**src/logic/bridge_defines.svh**
```systemverilog
`ifndef BRIDGE_DEFINES_SVH
`define BRIDGE_DEFINES_SVH

`define NOC_FLIT_WIDTH 64
`define AXI_ADDR_WIDTH 48
`define AXI_DATA_WIDTH 64
`define REQ_QUEUE_DEPTH 16  // per request kind

// noc message types
`define MSG_TYPE_NC_LOAD_REQ 14
`define MSG_TYPE_NC_STORE_REQ 15
`define MSG_TYPE_NC_LOAD_MEM_ACK 26
`define MSG_TYPE_NC_STORE_MEM_ACK 27

// data size codes
`define DATA_SIZE_1B 3'd1
`define DATA_SIZE_2B 3'd2
`define DATA_SIZE_4B 3'd3
`define DATA_SIZE_8B 3'd4

`define CHIPID_WIDTH 14
`define XPOS_WIDTH 8
`define YPOS_WIDTH 8
`define FBITS_WIDTH 4
`define MSG_LEN_WIDTH 8
`define MSG_TYPE_WIDTH 8
`define MSHRID_WIDTH 8
`define DATA_SIZE_WIDTH 3

// field positions in header flit 0
`define MSG_LEN_LSB 22
`define MSG_TYPE_LSB 14

`endif

```
**src/logic/axi_lite_pkg.sv**
```systemverilog
`default_nettype none
`include "bridge_defines.svh"

package axi_lite_pkg;

    typedef logic [`AXI_ADDR_WIDTH-1:0] axi_addr_t;
    typedef logic [`AXI_DATA_WIDTH-1:0] axi_data_t;
    typedef logic [`AXI_DATA_WIDTH/8-1:0] axi_strb_t;
    typedef logic [1:0] axi_resp_t;

    // kind of a queued request
    typedef enum logic {
        REQ_LOAD,
        REQ_STORE
    } req_kind_t;

endpackage

`default_nettype wire

```
**src/logic/noc_msg_pkg.sv**
```systemverilog
`default_nettype none
`include "bridge_defines.svh"

package noc_msg_pkg;

    typedef logic [`NOC_FLIT_WIDTH-1:0] noc_flit_t;

    // node coordinates
    typedef logic [`CHIPID_WIDTH-1:0] chipid_t;
    typedef logic [`XPOS_WIDTH-1:0] xpos_t;
    typedef logic [`YPOS_WIDTH-1:0] ypos_t;
    typedef logic [`FBITS_WIDTH-1:0] fbits_t;

    typedef logic [`MSG_LEN_WIDTH-1:0] msg_len_t;  // flits after header 0
    typedef logic [`MSG_TYPE_WIDTH-1:0] msg_type_t;
    typedef logic [`DATA_SIZE_WIDTH-1:0] data_size_t;
    typedef logic [$clog2(`AXI_DATA_WIDTH/8)-1:0] byte_offset_t;  // byte lane in a word

endpackage

`default_nettype wire

```
**src/logic/axi_request_queue.sv**
```systemverilog
`default_nettype none
`include "bridge_defines.svh"

module axi_request_queue (
    input  wire                     clk,
    input  wire                     rst,
    input  wire axi_lite_pkg::axi_addr_t awaddr,
    input  wire                     awvalid,
    output logic                    awready,
    input  wire axi_lite_pkg::axi_data_t wdata,
    input  wire axi_lite_pkg::axi_strb_t wstrb,
    input  wire                     wvalid,
    output logic                    wready,
    input  wire axi_lite_pkg::axi_addr_t araddr,
    input  wire                     arvalid,
    output logic                    arready,
    input  wire                     req_done,
    output logic                    req_valid,
    output axi_lite_pkg::req_kind_t req_kind,
    output axi_lite_pkg::axi_addr_t req_addr,
    output axi_lite_pkg::axi_data_t req_data,
    output axi_lite_pkg::axi_strb_t req_strb
);

    localparam int WQ_WIDTH = $bits(axi_lite_pkg::axi_addr_t) + $bits(axi_lite_pkg::axi_data_t)
                              + $bits(axi_lite_pkg::axi_strb_t);

    logic wq_full;
    logic wq_empty;
    logic [WQ_WIDTH-1:0] wq_dout;
    axi_lite_pkg::axi_addr_t w_addr;
    logic rq_full;
    logic rq_empty;
    axi_lite_pkg::axi_addr_t r_addr;
    logic kq_empty;
    logic [0:0] kq_dout;
    logic wr_pair;
    logic wr_acc;
    logic rd_acc;
    logic is_store;

    assign wr_pair = awvalid && wvalid;
    assign wr_acc = wr_pair && !wq_full;
    assign rd_acc = arvalid && !wr_pair && !rq_full;  // writes win ties
    assign awready = wr_acc;
    assign wready = wr_acc;
    assign arready = rd_acc;

    assign req_valid = !kq_empty;
    assign req_kind = axi_lite_pkg::req_kind_t'(kq_dout);
    assign is_store = (req_kind == axi_lite_pkg::REQ_STORE);
    assign {w_addr, req_data, req_strb} = wq_dout;
    assign req_addr = is_store ? w_addr : r_addr;

    sync_fifo #(.WIDTH(WQ_WIDTH), .DEPTH(`REQ_QUEUE_DEPTH)) write_q (
        .clk(clk), .rst(rst),
        .wr_en(wr_acc), .wr_data({awaddr, wdata, wstrb}), .full(wq_full),
        .rd_en(req_done && is_store), .rd_data(wq_dout), .empty(wq_empty)
    );

    sync_fifo #(.WIDTH($bits(axi_lite_pkg::axi_addr_t)), .DEPTH(`REQ_QUEUE_DEPTH)) read_q (
        .clk(clk), .rst(rst),
        .wr_en(rd_acc), .wr_data(araddr), .full(rq_full),
        .rd_en(req_done && !is_store), .rd_data(r_addr), .empty(rq_empty)
    );

    // arrival order across both kinds, deep enough for both payload queues
    sync_fifo #(.WIDTH(1), .DEPTH(2 * `REQ_QUEUE_DEPTH)) kind_q (
        .clk(clk), .rst(rst),
        .wr_en(wr_acc || rd_acc), .wr_data(wr_acc ? 1'b1 : 1'b0), .full(),
        .rd_en(req_done), .rd_data(kq_dout), .empty(kq_empty)
    );

    // head request must have its payload queued
    assert property (@(posedge clk) disable iff (rst)
        req_valid |-> (is_store ? !wq_empty : !rq_empty))
        else $error("kind queue out of step with payload queues");

endmodule

`default_nettype wire

```
**src/logic/axilite_noc_bridge.sv**
```systemverilog
`default_nettype none

module axilite_noc_bridge (
    input  wire                          clk,
    input  wire                          rst,
    // axi-lite manager side
    input  wire axi_lite_pkg::axi_addr_t awaddr,
    input  wire                          awvalid,
    output logic                         awready,
    input  wire axi_lite_pkg::axi_data_t wdata,
    input  wire axi_lite_pkg::axi_strb_t wstrb,
    input  wire                          wvalid,
    output logic                         wready,
    input  wire axi_lite_pkg::axi_addr_t araddr,
    input  wire                          arvalid,
    output logic                         arready,
    output axi_lite_pkg::axi_data_t      rdata,
    output axi_lite_pkg::axi_resp_t      rresp,
    output logic                         rvalid,
    input  wire                          rready,
    output axi_lite_pkg::axi_resp_t      bresp,
    output logic                         bvalid,
    input  wire                          bready,
    // noc side
    output logic                         noc2_valid_out,
    output noc_msg_pkg::noc_flit_t       noc2_data_out,
    input  wire                          noc2_ready_in,
    input  wire                          noc3_valid_in,
    input  wire noc_msg_pkg::noc_flit_t  noc3_data_in,
    output logic                         noc3_ready_out,
    input  wire noc_msg_pkg::chipid_t    src_chipid,
    input  wire noc_msg_pkg::xpos_t      src_xpos,
    input  wire noc_msg_pkg::ypos_t      src_ypos,
    input  wire noc_msg_pkg::fbits_t     src_fbits,
    input  wire noc_msg_pkg::chipid_t    dest_chipid,
    input  wire noc_msg_pkg::xpos_t      dest_xpos,
    input  wire noc_msg_pkg::ypos_t      dest_ypos,
    input  wire noc_msg_pkg::fbits_t     dest_fbits
);

    logic req_valid;
    logic req_done;
    axi_lite_pkg::req_kind_t req_kind;
    axi_lite_pkg::axi_addr_t req_addr;
    axi_lite_pkg::axi_data_t req_data;
    axi_lite_pkg::axi_strb_t req_strb;
    logic strb_valid;
    logic size_valid;
    logic size_taken;
    noc_msg_pkg::data_size_t size;
    noc_msg_pkg::byte_offset_t offset;

    axi_request_queue req_queue (.*);

    // strobe of the head store goes through the converter
    strb_to_size strb_conv (.*, .strb(req_strb));

    noc_request_encoder encoder (.*);

    noc_response_decoder decoder (.*);

endmodule

`default_nettype wire

```
**src/logic/noc_request_encoder.sv**
```systemverilog
`default_nettype none
`include "bridge_defines.svh"

module noc_request_encoder (
    input  wire                           clk,
    input  wire                           rst,
    input  wire                           req_valid,
    input  wire axi_lite_pkg::req_kind_t  req_kind,
    input  wire axi_lite_pkg::axi_addr_t  req_addr,
    input  wire axi_lite_pkg::axi_data_t  req_data,
    input  wire                           size_valid,
    input  wire noc_msg_pkg::data_size_t  size,
    input  wire noc_msg_pkg::byte_offset_t offset,
    input  wire                           noc2_ready_in,
    input  wire noc_msg_pkg::chipid_t     src_chipid,
    input  wire noc_msg_pkg::xpos_t       src_xpos,
    input  wire noc_msg_pkg::ypos_t       src_ypos,
    input  wire noc_msg_pkg::fbits_t      src_fbits,
    input  wire noc_msg_pkg::chipid_t     dest_chipid,
    input  wire noc_msg_pkg::xpos_t       dest_xpos,
    input  wire noc_msg_pkg::ypos_t       dest_ypos,
    input  wire noc_msg_pkg::fbits_t      dest_fbits,
    output logic                          req_done,
    output logic                          strb_valid,
    output logic                          size_taken,
    output logic                          noc2_valid_out,
    output noc_msg_pkg::noc_flit_t        noc2_data_out
);

    typedef enum logic [1:0] {IDLE, WAIT_SIZE, HEADER, DATA} state_t;

    state_t state;
    logic [1:0] flit_cnt;  // header flit index
    logic is_store;
    logic fire;
    logic last_hdr;
    noc_msg_pkg::msg_len_t msg_len;
    noc_msg_pkg::msg_type_t msg_type;
    noc_msg_pkg::data_size_t msg_size;
    axi_lite_pkg::axi_addr_t msg_addr;

    assign is_store = (req_kind == axi_lite_pkg::REQ_STORE);
    assign noc2_valid_out = (state == HEADER) || (state == DATA);
    assign fire = noc2_valid_out && noc2_ready_in;
    assign last_hdr = (state == HEADER) && (flit_cnt == 2'd2);
    assign req_done = fire && ((last_hdr && !is_store) || (state == DATA));
    assign strb_valid = (state == IDLE) && req_valid && is_store;
    assign size_taken = req_done && is_store;  // frees the converter

    // store: 2 more headers + 1 data flit, load: 2 more headers
    assign msg_len = is_store ? noc_msg_pkg::msg_len_t'(3) : noc_msg_pkg::msg_len_t'(2);
    assign msg_type = is_store ? noc_msg_pkg::msg_type_t'(`MSG_TYPE_NC_STORE_REQ)
                               : noc_msg_pkg::msg_type_t'(`MSG_TYPE_NC_LOAD_REQ);
    assign msg_size = is_store ? size : `DATA_SIZE_8B;
    assign msg_addr = is_store ? {req_addr[`AXI_ADDR_WIDTH-1:3], offset} : req_addr;

    always_comb begin
        case (state)
            HEADER: begin
                case (flit_cnt)
                    2'd0: noc2_data_out = {dest_chipid, dest_xpos, dest_ypos, dest_fbits,
                                           msg_len, msg_type, {`MSHRID_WIDTH{1'b0}}, 6'b0};
                    2'd1: noc2_data_out = {5'b0, msg_addr, 8'b0, msg_size};
                    default: noc2_data_out = {src_chipid, src_xpos, src_ypos, src_fbits, 30'b0};
                endcase
            end
            DATA: noc2_data_out = req_data;
            default: noc2_data_out = '0;
        endcase
    end

    always_ff @(posedge clk) begin
        if (rst) begin
            state <= IDLE;
            flit_cnt <= '0;
        end else begin
            case (state)
                IDLE: if (req_valid) state <= is_store ? WAIT_SIZE : HEADER;
                WAIT_SIZE: if (size_valid) state <= HEADER;
                HEADER: begin
                    if (fire) begin
                        flit_cnt <= last_hdr ? 2'd0 : flit_cnt + 2'd1;
                        if (last_hdr) state <= is_store ? DATA : IDLE;
                    end
                end
                DATA: if (fire) state <= IDLE;
                default: state <= IDLE;
            endcase
        end
    end

    // flit holds while the network stalls
    assert property (@(posedge clk) disable iff (rst)
        noc2_valid_out && !noc2_ready_in |=> noc2_valid_out && $stable(noc2_data_out))
        else $error("noc2 flit changed while stalled");

endmodule

`default_nettype wire

```
**src/logic/noc_response_decoder.sv**
```systemverilog
`default_nettype none
`include "bridge_defines.svh"

module noc_response_decoder (
    input  wire                           clk,
    input  wire                           rst,
    input  wire                           noc3_valid_in,
    input  wire noc_msg_pkg::noc_flit_t   noc3_data_in,
    output logic                          noc3_ready_out,
    output axi_lite_pkg::axi_data_t       rdata,
    output axi_lite_pkg::axi_resp_t       rresp,
    output logic                          rvalid,
    input  wire                           rready,
    output axi_lite_pkg::axi_resp_t       bresp,
    output logic                          bvalid,
    input  wire                           bready
);

    typedef enum logic [1:0] {HEAD, DATA, RESP} state_t;

    state_t state;
    noc_msg_pkg::msg_len_t remain;  // flits left in this message
    noc_msg_pkg::msg_len_t hdr_len;
    noc_msg_pkg::msg_type_t hdr_type;
    logic is_load_ack;
    logic is_store_ack;
    logic load_rsp;
    logic fire;

    assign hdr_len = noc3_data_in[`MSG_LEN_LSB +: `MSG_LEN_WIDTH];
    assign hdr_type = noc3_data_in[`MSG_TYPE_LSB +: `MSG_TYPE_WIDTH];
    assign is_load_ack = (hdr_type == `MSG_TYPE_NC_LOAD_MEM_ACK);
    assign is_store_ack = (hdr_type == `MSG_TYPE_NC_STORE_MEM_ACK);
    assign noc3_ready_out = (state != RESP);  // stall while the manager owes a handshake
    assign fire = noc3_valid_in && noc3_ready_out;
    assign rresp = '0;  // always okay
    assign bresp = '0;

    always_ff @(posedge clk) begin
        if (rst) begin
            state <= HEAD;
            remain <= '0;
            load_rsp <= 1'b0;
            rvalid <= 1'b0;
            bvalid <= 1'b0;
        end else begin
            case (state)
                HEAD: begin
                    if (fire) begin
                        remain <= hdr_len;
                        load_rsp <= is_load_ack && (hdr_len == 8'd1);
                        if (hdr_len != '0) begin
                            state <= DATA;
                        end else if (is_store_ack) begin
                            state <= RESP;
                            bvalid <= 1'b1;
                        end
                    end
                end
                DATA: begin
                    if (fire) begin
                        remain <= remain - 1'b1;
                        if (remain == 8'd1) begin
                            state <= load_rsp ? RESP : HEAD;  // other shapes just drain
                            rvalid <= load_rsp;
                        end
                    end
                end
                RESP: begin
                    if ((rvalid && rready) || (bvalid && bready)) begin
                        state <= HEAD;
                        rvalid <= 1'b0;
                        bvalid <= 1'b0;
                    end
                end
                default: state <= HEAD;
            endcase
        end
    end

    always_ff @(posedge clk) begin
        if (state == DATA && fire && load_rsp) rdata <= noc3_data_in;
    end

    assert property (@(posedge clk) disable iff (rst)
        fire && state == HEAD |-> is_load_ack || is_store_ack)
        else $error("unknown noc3 message type %0d", hdr_type);

endmodule

`default_nettype wire

```
**src/logic/strb_to_size.sv**
```systemverilog
`default_nettype none
`include "bridge_defines.svh"

module strb_to_size (
    input  wire                          clk,
    input  wire                          rst,
    input  wire                          strb_valid,
    input  wire axi_lite_pkg::axi_strb_t strb,
    input  wire                          size_taken,
    output logic                         size_valid,
    output noc_msg_pkg::data_size_t      size,
    output noc_msg_pkg::byte_offset_t    offset
);

    logic strb_legal;
    noc_msg_pkg::data_size_t next_size;
    noc_msg_pkg::byte_offset_t next_offset;

    // aligned power-of-two runs only, else full word
    always_comb begin
        strb_legal = 1'b0;
        next_size = `DATA_SIZE_8B;
        next_offset = '0;
        for (int i = 0; i < 8; i++) begin
            if (strb == (8'h01 << i)) begin
                strb_legal = 1'b1;
                next_size = `DATA_SIZE_1B;
                next_offset = noc_msg_pkg::byte_offset_t'(i);
            end
        end
        for (int i = 0; i < 8; i += 2) begin
            if (strb == (8'h03 << i)) begin
                strb_legal = 1'b1;
                next_size = `DATA_SIZE_2B;
                next_offset = noc_msg_pkg::byte_offset_t'(i);
            end
        end
        for (int i = 0; i < 8; i += 4) begin
            if (strb == (8'h0F << i)) begin
                strb_legal = 1'b1;
                next_size = `DATA_SIZE_4B;
                next_offset = noc_msg_pkg::byte_offset_t'(i);
            end
        end
        if (strb == 8'hFF) strb_legal = 1'b1;
    end

    always_ff @(posedge clk) begin
        if (rst) size_valid <= 1'b0;
        else if (strb_valid) size_valid <= 1'b1;
        else if (size_taken) size_valid <= 1'b0;  // held until the store is sent
    end

    always_ff @(posedge clk) begin
        if (strb_valid) begin
            size <= next_size;
            offset <= next_offset;
        end
    end

    assert property (@(posedge clk) disable iff (rst) strb_valid |-> strb_legal)
        else $error("write strobe %h is not an aligned power-of-two run", strb);

endmodule

`default_nettype wire

```
**src/logic/sync_fifo.sv**
```systemverilog
`default_nettype none

module sync_fifo #(
    parameter int WIDTH = 8,
    parameter int DEPTH = 16
) (
    input  wire              clk,
    input  wire              rst,
    input  wire              wr_en,
    input  wire [WIDTH-1:0]  wr_data,
    output logic             full,
    input  wire              rd_en,
    output logic [WIDTH-1:0] rd_data,
    output logic             empty
);

    localparam int AW = $clog2(DEPTH);

    logic [WIDTH-1:0] mem [DEPTH];
    logic [AW-1:0] wr_ptr;
    logic [AW-1:0] rd_ptr;
    logic [AW:0] count;

    assign full = (count == DEPTH);
    assign empty = (count == '0);
    assign rd_data = mem[rd_ptr];  // head always visible

    always_ff @(posedge clk) begin
        if (wr_en) mem[wr_ptr] <= wr_data;
    end

    always_ff @(posedge clk) begin
        if (rst) begin
            wr_ptr <= '0;
            rd_ptr <= '0;
            count <= '0;
        end else begin
            if (wr_en) wr_ptr <= (wr_ptr == AW'(DEPTH - 1)) ? '0 : wr_ptr + 1'b1;
            if (rd_en) rd_ptr <= (rd_ptr == AW'(DEPTH - 1)) ? '0 : rd_ptr + 1'b1;
            case ({wr_en, rd_en})
                2'b10: count <= count + 1'b1;
                2'b01: count <= count - 1'b1;
                default: count <= count;
            endcase
        end
    end

    assert property (@(posedge clk) disable iff (rst) wr_en |-> !full)
        else $error("sync_fifo: write while full");
    assert property (@(posedge clk) disable iff (rst) rd_en |-> !empty)
        else $error("sync_fifo: read while empty");

endmodule

`default_nettype wire

```
**config.mk**
```make
export PLATFORM = sky130hd
export DESIGN_NAME = axilite_noc_bridge
export DESIGN_NICKNAME = d
export VERILOG_FILES = /design/src/logic/axi_lite_pkg.sv /design/src/logic/noc_msg_pkg.sv /design/src/logic/axi_request_queue.sv /design/src/logic/axilite_noc_bridge.sv /design/src/logic/noc_request_encoder.sv /design/src/logic/noc_response_decoder.sv /design/src/logic/strb_to_size.sv /design/src/logic/sync_fifo.sv
export VERILOG_INCLUDE_DIRS = /design/src /design/src/logic
export SDC_FILE = /design/constraint.sdc
export NUM_CORES = 2
export LEC_CHECK = 0
export BUFFER_PORTS_ARGS = -buffer_cell sky130_fd_sc_hd__buf_2
export CAP_MARGIN = 10
export CORE_ASPECT_RATIO = 0.6
export CORE_UTILIZATION = 29
export CTS_CLUSTER_SIZE = 28
export DETAILED_ROUTE_END_ITERATION = 10
export SKIP_CTS_REPAIR_TIMING = 1
export SLEW_MARGIN = 0
export SYNTH_ARGS = -nofsm -noshare
export SYNTH_HDL_FRONTEND = slang
export SYNTH_HIERARCHICAL = 1
export SYNTH_SLANG_ARGS = --single-unit
```
**constraint.sdc**
```tcl
create_clock -name clk -period 13.3 [get_ports clk]
set_input_delay 1.33 -clock clk [delete_from_list [all_inputs] [get_ports clk]]
set_output_delay 1.33 -clock clk [all_outputs]
set_load 0.02 [all_outputs]
```
==> results.md <==
* Outcome: finished, final reports clean
* Area of the placeable core at 0.379 mm^2
* Worst-case setup slack after placement at 7.42 ns
* TritonCTS clock tree: yes
* Clock slew at the register clock pins of the worst setup and hold paths at 0.06 ns
* Share of the core filled with cells in the final layout at 33.6%
* Vias in the first global route at 55200
* Port-buffer cells at 443
* Final clock skew at 0.108 ns
* Full die area at 0.384 mm^2
* Category of the worst setup path capture point: output pin
* Tightest slew margin relative to the limit at 19.3%
* Final net count at 5990
* Horizontal extent of the die at 800 um
* Number of maximum-capacitance constraint violations at 0
* Worst Setup Start Kind: flip-flop
* Clock Root Buffer: sky130_fd_sc_hd__clkbuf_16
* Iteration-0 DRC Markers at 6155
* Count of unresolved DRC violations after routing at 0
* Ratio of final minimum period to clock period at 49.9%
* Power Dens Cells at 146 mW/mm^2
* Row count at 175
* Synthesized instance count at 5136
* Setup TNS after final layout at 0 ns
* Reported leakage power at 39.3 nW
* Part of the total power dissipated in combinational logic at 3.7%
* Global router's overall resource usage at 15.3%
* Area after DPL at 0.119 mm^2
* RSZ-0062 raised after global routing: false
* Area added between synthesis and finish at 15.3%
* First-pass GRT wire length at 423000 um
* Number of nets still failing antenna checks after routing at 0
* Vertical die dimension at 481 um
* Buffer levels on the longest clock path at 4
* Worst Path Required at 11.97 ns
* Non-Filler Instances at 10900
* Vias at 55800
* Final period demand of the worst path at 6.64 ns
* Number of antenna violations at the first check in global routing at 115
* Routed length per placed instance at 27.9 um
* Ports placed on the boundary at 448
* Routed length on met1 at 131000 um
* Initial core utilization at 29.2%
* Metal2 WL at 140000 um
* Fin. max-slew vios at 0
* Cell internal power dissipation at 14.7 mW
* Dpl cells at 10400
* Reported net switching power at 3.87 mW
* Detailed Route WL at 304000 um
* Final Hold Violating Endpoints at 0
* Top routing layer in use: met5
* Post-synthesis instance area at 0.111 mm^2
* Max frequency at 151 MHz
* Final weighted congestion in routability-driven placement at 0.819
* Relative contribution of the clock network to total power at 42.7%
* Post-route cell area at 0.128 mm^2
* Flop pwr share at 53.7%
* Number of buffers added by the clock tree synthesis step at 281
* Via density per instance at 5.11
* Layout cells sized above 1 at 29.2%
* Switching power as a share of total power at 20.8%
* Global route total overflow at 0
* CP Data Arrival Time at 5.31 ns
* Peak fanout along the critical path at 117
* Maximum number of pins on one net before global-route repair at 151
* Detailed Place HPWL at 171000 um
* Hold slack final at 0.503 ns
* Worst setup path category: reg -> out
* Met3 WL post-DR at 25700 um
* Syn Area/Cell at 21.6 um^2
* Worst-Skew Late Latency at 0.90 ns
* Setup WS post-layout at 6.66 ns
* Worst slew pin tran at 1.20 ns
* Fill cell total of the finished layout at 35200
* Count of H-tree levels built during CTS at 5
* Peak ir drop on the vdd network at 0.0000846 V
* Router iterations before antenna repair at 6
* Sink count of the clock tree at 2863
* Final setup viols at 0
* Hold WC Path Type: reg -> reg
* Overall power of the completed layout at 18.6 mW
* Yosys synthesis warning count at 6
## final timing paths
kind	to	cells past startpoint	slack, ns	start
hold / removal	decoder/load_rsp$_SDFFE_PP0P_	2	0.50	decoder/load_rsp$_SDFFE_PP0P_
hold reg to reg	decoder/load_rsp$_SDFFE_PP0P_	2	0.50	decoder/load_rsp$_SDFFE_PP0P_
setup / recovery	noc2_data_out[55]	10	6.66	flip-flop
setup reg to reg	req_queue/read_q/count[4]$_SDFFE_PP0P_	15	7.95	flip-flop
## area by class of cell
class / count / area [um^2] / share of cell area (%)
diodes: 16 / 40.0 / 0.0314
inverters: 27 / 101 / 0.0794
clock inverters: 154 / 1570 / 1.23
repair buffers: 527 / 3030 / 2.37
flip-flops and latches: 2863 / 85300 / 66.8
clock buffers: 332 / 7390 / 5.79
multi-input cells: 1951 / 23900 / 18.7
well taps: 5044 / 6310 / 4.95
## metal layers
layer | vias to the layer above | global-route usage (%)
met5 | - | 0
met4 | 32 | 3.72
met3 | 514 | 3.40
met2 | 2518 | 23.9
met1 | 30100 | 21.8
li1 | 22700 | -
## worst max-delay path, stage by stage, from the launching register on
cell and delay (ns):
sky130_fd_sc_hd__dfxtp_4 0.69, sky130_fd_sc_hd__buf_12 0.61, sky130_fd_sc_hd__buf_12 0.71, sky130_fd_sc_hd__mux4_2 0.60, sky130_fd_sc_hd__a22oi_1 0.21, sky130_fd_sc_hd__nand2_1 0.10, sky130_fd_sc_hd__mux2_4 0.31, sky130_fd_sc_hd__and2_1 0.18
sky130_fd_sc_hd__a211oi_1 0.36, sky130_fd_sc_hd__o21ai_1 0.13, sky130_fd_sc_hd__buf_2 0.17
## registers in the layout, indices dropped and copies added (netlist names), 5 cells and up, named ones only
signal,flops
decoder/rdata,64
req_queue/kind_q/rd_ptr,5
req_queue/read_q/mem,768
decoder/remain,8
req_queue/write_q/count,5
req_queue/kind_q/count,6
req_queue/kind_q/wr_ptr,5
req_queue/kind_q/mem,32
req_queue/write_q/mem,1920
req_queue/read_q/count,5
## layout by cell type, fill, tap and decap left out, types with 17 or more instances in the layout
cell	count
sky130_fd_sc_hd__clkinv_1	60
sky130_fd_sc_hd__bufinv_16	30
sky130_fd_sc_hd__clkinv_2	34
sky130_fd_sc_hd__buf_2	442
sky130_fd_sc_hd__a21oi_1	37
sky130_fd_sc_hd__mux4_2	674
sky130_fd_sc_hd__buf_4	71
sky130_fd_sc_hd__dfxtp_1	67
sky130_fd_sc_hd__o21ai_0	65
sky130_fd_sc_hd__and2_1	21
sky130_fd_sc_hd__mux2_4	48
sky130_fd_sc_hd__a22o_1	19
sky130_fd_sc_hd__clkbuf_1	42
sky130_fd_sc_hd__ha_1	30
sky130_fd_sc_hd__clkbuf_16	288
sky130_fd_sc_hd__and2_4	17
sky130_fd_sc_hd__xor2_1	17
sky130_fd_sc_hd__edfxtp_1	2790
sky130_fd_sc_hd__a211oi_1	36
sky130_fd_sc_hd__o21ai_1	24
sky130_fd_sc_hd__a22oi_1	345
sky130_fd_sc_hd__mux2i_1	26
sky130_fd_sc_hd__nor2_1	85
sky130_fd_sc_hd__nor3_1	27
sky130_fd_sc_hd__nand3_1	17
sky130_fd_sc_hd__inv_1	27
sky130_fd_sc_hd__nor2b_1	22
sky130_fd_sc_hd__and2_2	18
sky130_fd_sc_hd__nand2_1	240
## power groups by stage
stage	Sequential, mW	Combinational, mW	Clock, mW
after floorplan	10.2	0.334	0
after global placement	10.2	0.665	0
after detailed placement	10.2	0.684	0
after CTS	9.98	0.685	8.10
after global routing	9.98	0.722	8.42
final	9.98	0.680	7.93
No activity file was read; power rests on OpenSTA's default activity.
